File: config.mk
export PLATFORM = sky130hd
export DESIGN_NAME = styleResolvePipe
export DESIGN_NICKNAME = d
export VERILOG_FILES = /design/src/verilog/cssStylePkg.sv /design/src/verilog/valueDecode.sv /design/src/verilog/namedColorTable.sv /design/src/verilog/contextColorSelect.sv /design/src/verilog/styleResolvePipe.sv
export SDC_FILE = /design/constraint.sdc
export NUM_CORES = 1
export LEC_CHECK = 0
export CAP_MARGIN = 0
export CORE_MARGIN = 8
export CORE_UTILIZATION = 60
export CTS_CLUSTER_DIAMETER = 200
export DETAILED_ROUTE_END_ITERATION = 10
export DONT_BUFFER_PORTS = 1
export GPL_TIMING_DRIVEN = 0
export PLACE_DENSITY = 0.88
export SLEW_MARGIN = 20
export SYNTH_ARGS = -nofsm -noshare
export SYNTH_HDL_FRONTEND = slang
export SYNTH_SLANG_ARGS = --single-unit
File: constraint.sdc
create_clock -name clk -period 2.4 [get_ports clk]
set_input_delay 0.24 -clock clk [delete_from_list [all_inputs] [get_ports clk]]
set_output_delay 0.24 -clock clk [all_outputs]
set_load 0.01 [all_outputs]
File: src/verilog/cssStylePkg.sv
package cssStylePkg;

	localparam int colorW = 32; // argb word
	localparam int identW = 10; // value identifier

	// primitive unit types, same codes as the css engine uses
	typedef enum logic [6:0] {
		unitUnknown = 7'd0,
		unitNumber = 7'd1,
		unitPercentage = 7'd2,
		unitEms = 7'd3,
		unitPx = 7'd5,
		unitString = 7'd19,
		unitUri = 7'd20,
		unitIdent = 7'd21,
		unitRgbColor = 7'd25
	} unitType_e;

	typedef enum logic [identW-1:0] {
		cssValueInvalid = 10'd0,
		cssValueAqua = 10'd1,               cssValueBlack = 10'd2,
		cssValueBlue = 10'd3,               cssValueFuchsia = 10'd4,
		cssValueGray = 10'd5,               cssValueGreen = 10'd6,
		cssValueLime = 10'd7,               cssValueMaroon = 10'd8,
		cssValueNavy = 10'd9,               cssValueOlive = 10'd10,
		cssValueOrange = 10'd11,            cssValuePurple = 10'd12,
		cssValueRed = 10'd13,               cssValueSilver = 10'd14,
		cssValueTeal = 10'd15,              cssValueWhite = 10'd16,
		cssValueYellow = 10'd17,            cssValueTransparent = 10'd18,
		cssValueGrey = 10'd19,
		// system colors
		cssValueActiveborder = 10'd20,      cssValueActivecaption = 10'd21,
		cssValueAppworkspace = 10'd22,      cssValueBackground = 10'd23,
		cssValueButtonface = 10'd24,        cssValueButtonhighlight = 10'd25,
		cssValueButtonshadow = 10'd26,      cssValueButtontext = 10'd27,
		cssValueCaptiontext = 10'd28,       cssValueGraytext = 10'd29,
		cssValueHighlight = 10'd30,         cssValueHighlighttext = 10'd31,
		cssValueInactiveborder = 10'd32,    cssValueInactivecaption = 10'd33,
		cssValueInactivecaptiontext = 10'd34, cssValueInfobackground = 10'd35,
		cssValueInfotext = 10'd36,
		// context colors, resolved against the document
		cssValueWebkitText = 10'd37,        cssValueWebkitLink = 10'd38,
		cssValueWebkitActivelink = 10'd39,  cssValueWebkitFocusRingColor = 10'd40,
		cssValueCurrentcolor = 10'd41
	} cssValue_e;

	typedef enum logic [4:0] {
		displayInline = 5'd0,
		displayBlock = 5'd1,
		displayListItem = 5'd2,
		displayInlineBlock = 5'd3,
		displayTable = 5'd4,
		displayInlineTable = 5'd5,
		displayFlex = 5'd6,
		displayInlineFlex = 5'd7,
		displayGrid = 5'd8,
		displayNone = 5'd9
	} displayValue_e;

	typedef enum logic [5:0] {
		noPseudo = 6'd0,
		pseudoFirstLine = 6'd1,
		pseudoFirstLetter = 6'd2,
		pseudoBefore = 6'd3,
		pseudoAfter = 6'd4,
		pseudoSelection = 6'd5
	} styleType_e;

	localparam logic [colorW-1:0] colorTransparent = 32'h0000_0000;
	localparam logic [colorW-1:0] colorAqua = 32'hFF00_FFFF;
	localparam logic [colorW-1:0] colorBlack = 32'hFF00_0000;
	localparam logic [colorW-1:0] colorBlue = 32'hFF00_00FF;
	localparam logic [colorW-1:0] colorFuchsia = 32'hFFFF_00FF;
	localparam logic [colorW-1:0] colorGray = 32'hFF80_8080; // grey too
	localparam logic [colorW-1:0] colorGreen = 32'hFF00_8000;
	localparam logic [colorW-1:0] colorLime = 32'hFF00_FF00;
	localparam logic [colorW-1:0] colorMaroon = 32'hFF80_0000;
	localparam logic [colorW-1:0] colorNavy = 32'hFF00_0080;
	localparam logic [colorW-1:0] colorOlive = 32'hFF80_8000;
	localparam logic [colorW-1:0] colorOrange = 32'hFFFF_A500;
	localparam logic [colorW-1:0] colorPurple = 32'hFF80_0080;
	localparam logic [colorW-1:0] colorRed = 32'hFFFF_0000;
	localparam logic [colorW-1:0] colorSilver = 32'hFFC0_C0C0;
	localparam logic [colorW-1:0] colorTeal = 32'hFF00_8080;
	localparam logic [colorW-1:0] colorWhite = 32'hFFFF_FFFF;
	localparam logic [colorW-1:0] colorYellow = 32'hFFFF_FF00;

endpackage

File: src/verilog/valueDecode.sv
`timescale 1ns/1ps

module valueDecode (
	input logic clk,
	input logic rstN,
	input logic inValid,
	input cssStylePkg::unitType_e unitType,
	input logic [cssStylePkg::identW-1:0] valueIdent,
	input logic [cssStylePkg::colorW-1:0] rgbValue,
	input logic forVisitedLink,
	input logic isLinkElement,
	input logic [cssStylePkg::colorW-1:0] inheritedColor,
	input logic elementValid,
	input logic isSvgElement,
	input cssStylePkg::styleType_e styleType,
	input cssStylePkg::displayValue_e display,
	output logic s1Valid,
	output logic s1IsRgb,
	output logic [cssStylePkg::identW-1:0] s1Ident,
	output logic [cssStylePkg::colorW-1:0] s1Rgb,
	output logic s1UseVisited,
	output logic [cssStylePkg::colorW-1:0] s1Inherited,
	output logic s1DisplayValid
);
	import cssStylePkg::*;

	logic isIdent;
	logic displayKindOk;
	logic displayOk;

	assign isIdent = (unitType == unitIdent);
	assign displayKindOk = (display == displayInline) || (display == displayBlock)
		|| (display == displayNone);
	// svg element without pseudo style and a simple display kind
	assign displayOk = elementValid && isSvgElement && (styleType == noPseudo)
		&& displayKindOk;

	always_ff @(posedge clk or negedge rstN)
	begin
		if (!rstN)
		begin
			s1Valid <= 1'b0;
			s1IsRgb <= 1'b0;
			s1Ident <= '0;
			s1Rgb <= '0;
			s1UseVisited <= 1'b0;
			s1Inherited <= '0;
			s1DisplayValid <= 1'b0;
		end
		else
		begin
			s1Valid <= inValid;
			if (inValid)
			begin
				s1IsRgb <= (unitType == unitRgbColor);
				s1Ident <= isIdent ? valueIdent : '0; // non-ident units look up nothing
				s1Rgb <= rgbValue;
				s1UseVisited <= forVisitedLink & isLinkElement; // visited only on a link
				s1Inherited <= inheritedColor;
				s1DisplayValid <= displayOk;
			end
		end
	end

	// an accepted item must carry a known unit type into the pipe
	unitTypeKnown: assert property (@(posedge clk) disable iff (!rstN)
		inValid |-> !$isunknown(unitType))
		else $error("unit type has unknown bits on an accepted item");

endmodule

File: src/verilog/namedColorTable.sv
`timescale 1ns/1ps

module namedColorTable (
	input logic clk,
	input logic rstN,
	input logic s1Valid,
	input logic s1IsRgb,
	input logic [cssStylePkg::identW-1:0] s1Ident,
	input logic [cssStylePkg::colorW-1:0] s1Rgb,
	input logic s1UseVisited,
	input logic [cssStylePkg::colorW-1:0] s1Inherited,
	input logic s1DisplayValid,
	output logic s2Valid,
	output logic s2IsRgb,
	output logic [cssStylePkg::identW-1:0] s2Ident,
	output logic [cssStylePkg::colorW-1:0] s2Rgb,
	output logic s2UseVisited,
	output logic [cssStylePkg::colorW-1:0] s2Inherited,
	output logic [cssStylePkg::colorW-1:0] s2TableColor,
	output logic s2DisplayValid
);
	import cssStylePkg::*;

	logic [colorW-1:0] tableColor;

	always_comb
	begin
		case (cssValue_e'(s1Ident))
			cssValueAqua: tableColor = colorAqua;
			cssValueBlack: tableColor = colorBlack;
			cssValueBlue: tableColor = colorBlue;
			cssValueFuchsia: tableColor = colorFuchsia;
			cssValueGray: tableColor = colorGray;
			cssValueGrey: tableColor = colorGray; // alternate spelling
			cssValueGreen: tableColor = colorGreen;
			cssValueLime: tableColor = colorLime;
			cssValueMaroon: tableColor = colorMaroon;
			cssValueNavy: tableColor = colorNavy;
			cssValueOlive: tableColor = colorOlive;
			cssValueOrange: tableColor = colorOrange;
			cssValuePurple: tableColor = colorPurple;
			cssValueRed: tableColor = colorRed;
			cssValueSilver: tableColor = colorSilver;
			cssValueTeal: tableColor = colorTeal;
			cssValueWhite: tableColor = colorWhite;
			cssValueYellow: tableColor = colorYellow;
			cssValueTransparent: tableColor = colorTransparent;
			// default theme system colors
			cssValueActiveborder: tableColor = 32'hFFFF_FFFF;
			cssValueActivecaption: tableColor = 32'hFFCC_CCCC;
			cssValueAppworkspace: tableColor = 32'hFFFF_FFFF;
			cssValueBackground: tableColor = 32'hFF63_63CE;
			cssValueButtonface: tableColor = 32'hFFC0_C0C0;
			cssValueButtonhighlight: tableColor = 32'hFFDD_DDDD;
			cssValueButtonshadow: tableColor = 32'hFF88_8888;
			cssValueButtontext: tableColor = 32'hFF00_0000;
			cssValueCaptiontext: tableColor = 32'hFF00_0000;
			cssValueGraytext: tableColor = 32'hFF80_8080;
			cssValueHighlight: tableColor = 32'hFFB5_D5FF;
			cssValueHighlighttext: tableColor = 32'hFF00_0000;
			cssValueInactiveborder: tableColor = 32'hFFFF_FFFF;
			cssValueInactivecaption: tableColor = 32'hFFFF_FFFF;
			cssValueInactivecaptiontext: tableColor = 32'hFF7F_7F7F;
			cssValueInfobackground: tableColor = 32'hFFFB_FCC5;
			cssValueInfotext: tableColor = 32'hFF00_0000;
			default: tableColor = colorTransparent; // zero, context or unmapped ident
		endcase
	end

	always_ff @(posedge clk or negedge rstN)
	begin
		if (!rstN)
		begin
			s2Valid <= 1'b0;
			s2IsRgb <= 1'b0;
			s2Ident <= '0;
			s2Rgb <= '0;
			s2UseVisited <= 1'b0;
			s2Inherited <= '0;
			s2TableColor <= '0;
			s2DisplayValid <= 1'b0;
		end
		else
		begin
			s2Valid <= s1Valid;
			if (s1Valid)
			begin
				s2IsRgb <= s1IsRgb;
				s2Ident <= s1Ident; // context idents are picked in stage 3
				s2Rgb <= s1Rgb;
				s2UseVisited <= s1UseVisited;
				s2Inherited <= s1Inherited;
				s2TableColor <= tableColor;
				s2DisplayValid <= s1DisplayValid;
			end
		end
	end

endmodule

File: src/verilog/contextColorSelect.sv
`timescale 1ns/1ps

module contextColorSelect #(
	parameter logic [cssStylePkg::colorW-1:0] focusRingColor = cssStylePkg::colorWhite
) (
	input logic clk,
	input logic rstN,
	input logic s2Valid,
	input logic s2IsRgb,
	input logic [cssStylePkg::identW-1:0] s2Ident,
	input logic [cssStylePkg::colorW-1:0] s2Rgb,
	input logic s2UseVisited,
	input logic [cssStylePkg::colorW-1:0] s2Inherited,
	input logic [cssStylePkg::colorW-1:0] s2TableColor,
	input logic s2DisplayValid,
	input logic [cssStylePkg::colorW-1:0] textColor,
	input logic [cssStylePkg::colorW-1:0] linkColor,
	input logic [cssStylePkg::colorW-1:0] visitedLinkColor,
	input logic [cssStylePkg::colorW-1:0] activeLinkColor,
	output logic outValid,
	output logic [cssStylePkg::colorW-1:0] color,
	output logic displayValid
);
	import cssStylePkg::*;

	logic [colorW-1:0] docLinkColor;
	logic [colorW-1:0] nextColor;

	assign docLinkColor = s2UseVisited ? visitedLinkColor : linkColor;

	// rgb word wins, then document context, then the table
	always_comb
	begin
		if (s2IsRgb)
		begin
			nextColor = s2Rgb;
		end
		else
		begin
			case (cssValue_e'(s2Ident))
				cssValueWebkitText: nextColor = textColor;
				cssValueWebkitLink: nextColor = docLinkColor;
				cssValueWebkitActivelink: nextColor = activeLinkColor;
				cssValueWebkitFocusRingColor: nextColor = focusRingColor;
				cssValueCurrentcolor: nextColor = s2Inherited; // parent's color
				default: nextColor = s2TableColor;
			endcase
		end
	end

	always_ff @(posedge clk or negedge rstN)
	begin
		if (!rstN)
		begin
			outValid <= 1'b0;
			color <= '0;
			displayValid <= 1'b0;
		end
		else
		begin
			outValid <= s2Valid;
			if (s2Valid)
			begin
				color <= nextColor;
				displayValid <= s2DisplayValid;
			end
		end
	end

	// the pipe is empty when reset lifts, so nothing may come out right after
	noOutAfterReset: assert property (@(posedge clk) $rose(rstN) |=> !outValid)
		else $error("output strobe right after reset release");

endmodule

File: src/verilog/styleResolvePipe.sv
`timescale 1ns/1ps

module styleResolvePipe #(
	parameter logic [cssStylePkg::colorW-1:0] focusRingColor = cssStylePkg::colorWhite
) (
	input logic clk,
	input logic rstN,
	input logic inValid,
	input cssStylePkg::unitType_e unitType,
	input logic [cssStylePkg::identW-1:0] valueIdent,
	input logic [cssStylePkg::colorW-1:0] rgbValue,
	input logic forVisitedLink,
	input logic isLinkElement,
	input logic [cssStylePkg::colorW-1:0] inheritedColor,
	input logic elementValid,
	input logic isSvgElement,
	input cssStylePkg::styleType_e styleType,
	input cssStylePkg::displayValue_e display,
	input logic [cssStylePkg::colorW-1:0] textColor,
	input logic [cssStylePkg::colorW-1:0] linkColor,
	input logic [cssStylePkg::colorW-1:0] visitedLinkColor,
	input logic [cssStylePkg::colorW-1:0] activeLinkColor,
	output logic outValid,
	output logic [cssStylePkg::colorW-1:0] color,
	output logic displayValid
);
	import cssStylePkg::*;

	logic s1Valid, s1IsRgb, s1UseVisited, s1DisplayValid;
	logic [identW-1:0] s1Ident;
	logic [colorW-1:0] s1Rgb, s1Inherited;

	logic s2Valid, s2IsRgb, s2UseVisited, s2DisplayValid;
	logic [identW-1:0] s2Ident;
	logic [colorW-1:0] s2Rgb, s2Inherited, s2TableColor;

	valueDecode uDecode (
		.clk(clk), .rstN(rstN), .inValid(inValid),
		.unitType(unitType), .valueIdent(valueIdent), .rgbValue(rgbValue),
		.forVisitedLink(forVisitedLink), .isLinkElement(isLinkElement),
		.inheritedColor(inheritedColor), .elementValid(elementValid),
		.isSvgElement(isSvgElement), .styleType(styleType), .display(display),
		.s1Valid(s1Valid), .s1IsRgb(s1IsRgb), .s1Ident(s1Ident), .s1Rgb(s1Rgb),
		.s1UseVisited(s1UseVisited), .s1Inherited(s1Inherited),
		.s1DisplayValid(s1DisplayValid)
	);

	namedColorTable uTable (
		.clk(clk), .rstN(rstN),
		.s1Valid(s1Valid), .s1IsRgb(s1IsRgb), .s1Ident(s1Ident), .s1Rgb(s1Rgb),
		.s1UseVisited(s1UseVisited), .s1Inherited(s1Inherited),
		.s1DisplayValid(s1DisplayValid),
		.s2Valid(s2Valid), .s2IsRgb(s2IsRgb), .s2Ident(s2Ident), .s2Rgb(s2Rgb),
		.s2UseVisited(s2UseVisited), .s2Inherited(s2Inherited),
		.s2TableColor(s2TableColor), .s2DisplayValid(s2DisplayValid)
	);

	contextColorSelect #(.focusRingColor(focusRingColor)) uSelect (
		.clk(clk), .rstN(rstN),
		.s2Valid(s2Valid), .s2IsRgb(s2IsRgb), .s2Ident(s2Ident), .s2Rgb(s2Rgb),
		.s2UseVisited(s2UseVisited), .s2Inherited(s2Inherited),
		.s2TableColor(s2TableColor), .s2DisplayValid(s2DisplayValid),
		.textColor(textColor), .linkColor(linkColor),
		.visitedLinkColor(visitedLinkColor), .activeLinkColor(activeLinkColor),
		.outValid(outValid), .color(color), .displayValid(displayValid)
	);

endmodule

Word-level counts from Yosys, hierarchy flattened

Memory sizes are Yosys's and may differ from the RTL's.
Index checks and enable logic that the tools add are counted.
Widths: inputs -> output; s select.

Equal/unequal tests: 9
Muxes and demuxes: 5
Bitwise operators: 1
Reduce and logical (&&, ||, !) cells: 8

Operators with widths:

| cell                | count |
|---|---|
| $pmux 32 s5         | 1 |
| $mux 32             | 3 |
| $eq 10x6->1 const B | 5 |
| $eq 7x5->1 const B  | 2 |
| $mux 10             | 1 |
| $logic_not 6->1     | 1 |
| $eq 5x1->1 const B  | 1 |
| $eq 5x4->1 const B  | 1 |
| $logic_not 5->1     | 1 |
| $logic_not 4->1     | 1 |
| $logic_and 1x1->1   | 3 |
| $logic_or 1x1->1    | 2 |
| $and 1x1->1         | 1 |

Bits in registers: 222
Memory bits (read-only): 2,048
Memories kept: 1

Memories:

| memory          | words | width | rd ports | clocked after memory_dff | wr ports | RTL line              | text |
|---|---|---|---|---|---|---|---|
| (no name shown) | 64    | 32    | 1        | 0                        | 0        | namedColorTable.sv:28 | `case (cssValue_e'(s1Ident))` |

Logic depth before layout (Yosys ltp)

Depth after elaboration: 4
Gate-level depth with buffers: 8

Hierarchy

From an unflattened synthesis, not the netlist that was laid out.

Cell total of the unflattened synthesis: 1,133
Area, all modules: 12,181.7 µm²

Modules (own cells, without submodules):

| module             | times used | cells an instance | area an instance (µm²) | sequential area each (µm²) |
|---|---|---|---|---|
| namedColorTable    | 1          | 384               | 4,887.2                | 2,577.5 |
| contextColorSelect | 1          | 550               | 4,261.6                | 850.8 |
| valueDecode        | 1          | 199               | 3,032.9                | 1,951.9 |

Worst setup path after synthesis

No wires, ideal clock.

Path kind: register to register
Start: reg uDecode.s1Ident[0] (netlist bit)
End: reg uTable.s2TableColor[4] (netlist bit)
Setup time: 0.134 ns
Arrival: 1.751 ns
Slack: 0.515 ns
Cell stages (with the launch flop): 8
Buffers on the path: 0
Cells stage by stage: dfrtp_1 -> inv_1 -> ha_1 -> and2_1 -> a211oi_1 -> o21ai_0 -> a21oi_1 -> o22ai_1

Longest elaborated chain between the ends: 2

Ends and longest elaborated chain:

| what                   | RTL line              | text |
|---|---|---|
| from (decl)            | valueDecode.sv:19     | `output logic [cssStylePkg::identW-1:0] s1Ident,` |
| from (signal assigned) | valueDecode.sv:56     | `s1Ident <= isIdent ? valueIdent : '0;` |
| $mem_v2 64x32          | n/a                   |  |
| $mux 32                | namedColorTable.sv:28 |  |
| to (signal assigned)   | namedColorTable.sv:93 | `s2TableColor <= tableColor;` |
| to (decl)              | namedColorTable.sv:19 | `output logic [cssStylePkg::colorW-1:0] s2TableColor,` |

No other way between the ends.
A chain may end at the register's enable or synchronous reset.

Final worst setup path

Start: reg uDecode.s1Valid
End: reg uTable.s2TableColor[30] (netlist bit)

RTL lines:

| what                   | RTL line          | text |
|---|---|---|
| from (decl)            | valueDecode.sv:17 | `output logic s1Valid,` |
| from (signal assigned) | valueDecode.sv:52 | `s1Valid <= inValid;` |

No word-level cell between the ends.

==> reports/metrics.csv <==
metric,value,unit
postSynthAreaPerCell,10.8,um^2
final_nets,1363,
slew_headroom,39.4,%
synth_seq_area_share,49.4,%
p_leak,5.19,nW
track_usage,33.7,%
rr_startpoint,uDecode.s1Valid,
ys.flop_type,dfrtp_1,
ys_seq_elements,215,
cts_buffers,23,
holdWs,-0.582,ns
insertion_delay,0.53,ns
max_stage_delay,0.51,ns
drtAntennaViolNets,0,
endpoint_kind,flip-flop,
reg2reg_to,uTable.s2TableColor[30],
post_drt_wl_per_cell,28.3,um
p_per_area,665,nW/um^2
grt_first_pass_wirelength,57800,um
totalWireLength,38900,um
slew_viol_final,0,
antenna_found_initial,1,
path_cells,clkbuf_1 > clkbuf_4 > buf_2 > buf_1 > o22ai_1,
root_buffer,clkbuf_16,
drt_iter0_markers,869,
final_area,12900,um^2
setup_viol,8,
finalWorstSetupSlack,-0.0325,ns
ff2ff_setup_slack,-0.03,ns
viasPerCell,6.83,
worst-setup-path-type,flip-flop to flip-flop,
violations,"hold timing, setup timing",
drt_pass1_iterations,6,
netlist_area,10900,um^2
rr_worst_depth,5,
maxCapViolCount,0,
cts.clk_slew.worst_paths,0.06,ns
gp_congestion,0.946,
syn_inst,1012,
synth-edff-count,0,
grt_max_degree,216,
dp_hpwl,27200,um
synth_area_leaders,"dfrtp_1 (49%), mux2_2 (15%), o21ai_0 (2.9%)",
setup_tns,-0.146,ns
synth_cell_types,65,
rows,49,
fin_skew,0.0155,ns
synth_area_leader_cell,dfrtp_1,
ir_drop,0.000668,V
htreeDepth,1,
stdcell_count,1373,
tritoncts,yes,
min_period,2.43,ns
hold_viol_final,215,
grt_pass1_vias,9757,
grt-ovfl-total,0,
fillerInstances,1188,
place_inst,1241,
cp.arrival,2.81,ns
area_delta_synth_final,18.5,%
yosys_warnings,0,
fin_crit_sh,101,%
status,"complete, but fails checks",
fp.dieH,151,um
hp-class,input port to asynchronous set/reset pin,
start_util,60.9,%
layout-drive-gt1-share,19.8,%
worstMarginPinSlew,0.909,ns
cts_sinks,215,
vias,9373,
core_area,17900,um^2
die_area,22700,um^2
async_reset_ff_share,100,%
cp_slowest_cell,clkbuf_1,
clock.fmax,411,MHz
start_kind,flip-flop,
drc,0,
portBuffers,0,
clk_path_buf_depth,3,
cp_max_fo,10,
dieWidth,151,um
synth_top_area_share,49.4,%
syn-num-nets,1247,
io-pin-count,261,
place_area,11200,um^2
required,2.78,ns
==> worst max-delay path: cells and delay by family (launching register included) <==
| family | cells | cell delay (ns) |
|---|---|---|
| AOI/OAI and AO/OA | 1 | 0.15 |
| DFF | 1 | 0.36 |
| buffers and inverters | 4 | 1.77 |
==> final cells by class <==
| type | count | area (um^2) | area share [%] |
|---|---|---|---|
| tap | 229 | 287 | 2.22 |
| buffer | 73 | 322 | 2.49 |
| antenna | 1 | 2.50 | 0.0194 |
| sequential | 215 | 5380 | 41.7 |
| timing repair buffer | 92 | 918 | 7.11 |
| multi-input combinational | 666 | 5030 | 38.9 |
| clock inverter | 8 | 87.6 | 0.678 |
| clock buffer | 32 | 669 | 5.18 |
| inverter | 57 | 218 | 1.69 |
==> worst max-delay path by stage <==
stage | slack, ns | depth (start not counted) | endpoint | start
finish | -0.03 | 5 | uTable.s2TableColor[30] | uDecode.s1Valid
global route | -0.03 | 5 | uTable.s2TableColor[14] | uDecode.s1Valid
CTS | 0.05 | 4 | uSelect.color[26] | uTable.s2Ident[4]
detailed placement | -0.50 | 5 | uTable.s2TableColor[5] | uDecode.s1Valid
global placement | -0.42 | 5 | uTable.s2TableColor[5] | uDecode.s1Valid
floorplan | 0.51 | 7 | uTable.s2TableColor[4] | uDecode.s1Ident[0]
==> cells by family after synthesis <==
logic type	share of synthesized area (%)
compound gates	16.6
flops	49.4
simple gates	10.3
mux	17.9
buf+inv	4.86
fa+ha+maj	0.918
==> report_power, final <==
| part | leakage [nW] | total [mW] | switching (mW) | internal, mW |
|---|---|---|---|---|
| Sequential | 2.68 | 4.17 | 0.242 | 3.93 |
| Combinational | 2.12 | 0.821 | 0.383 | 0.438 |
| Clock | 0.378 | 3.59 | 1.52 | 2.07 |
| Total | 5.19 | 8.58 | 2.15 | 6.44 |
==> state kept, by name, indices dropped and copies added, names as in the netlist, 10 cells and up <==
name                 count
uDecode.s1Ident         10
uDecode.s1Inherited     32
uDecode.s1Rgb           32
uSelect.color           32
uTable.s2Ident          10
uTable.s2Inherited      32
uTable.s2Rgb            32
uTable.s2TableColor     25
==> per-layer routing <==
layer  wire length [um]  global-route usage [%]  vias up
li1                   -                       -     3935
met1              13600                    39.3     4554
met2              18600                    56.3      734
met3               4820                    10.5      150
met4               1900                    15.0        0
met5                  0                       0        -
==> placed cells by master (no fill, tap or decap), drive strengths merged, types with 3 or more instances in the layout <==
cell / count
a22o: 5
a21boi: 5
a21oi: 42
buf: 21
nor4b: 4
o32ai: 6
a31oi: 22
mux2: 147
clkbuf: 85
o22ai: 30
a211oi: 16
or4b: 3
dfrtp: 215
nand3: 46
nand2b: 16
or3: 8
clkinv: 6
o211ai: 12
and2: 7
nor2: 31
inv: 57
o2bb2ai: 24
nor2b: 11
o21ai: 64
a32o: 3
nor3: 5
a22oi: 24
nand2: 63
dlygate4sd3: 91
ha: 8
mux2i: 30
==> stage by stage <==
stage	utilization, %	power (mW)	setup WS, ns
after floorplan	-	4.63	0.515
after global placement	62.5	4.84	-0.416
after detailed placement	62.5	4.89	-0.502
after CTS	71.9	8.52	0.0493
after global routing	72.1	8.81	-0.0333
final	72.1	8.58	-0.0325
==> synth_stat cells (all sizes together) (11+ instances only) <==
library cell / n
o2bb2ai: 24
a31oi: 22
a21oi: 42
nand2: 63
o22ai: 30
nand2b: 16
o211ai: 12
mux2i: 30
clkbuf: 53
mux2: 147
buf: 21
nor2: 31
o21ai: 64
a211oi: 16
a22oi: 24
nand3: 46
nor2b: 11
inv: 55
dfrtp: 215
==> repair_timing <==
item                                    in CTS  in global routing
pin swaps                                    1                  1
endpoints found under the hold margin      295                218
endpoints found under the setup margin      43                 51
buffers inserted                             0                  1
resized for setup                            6                 13
hold buffers                                90                  1
(Power assumes the default switching activity.)
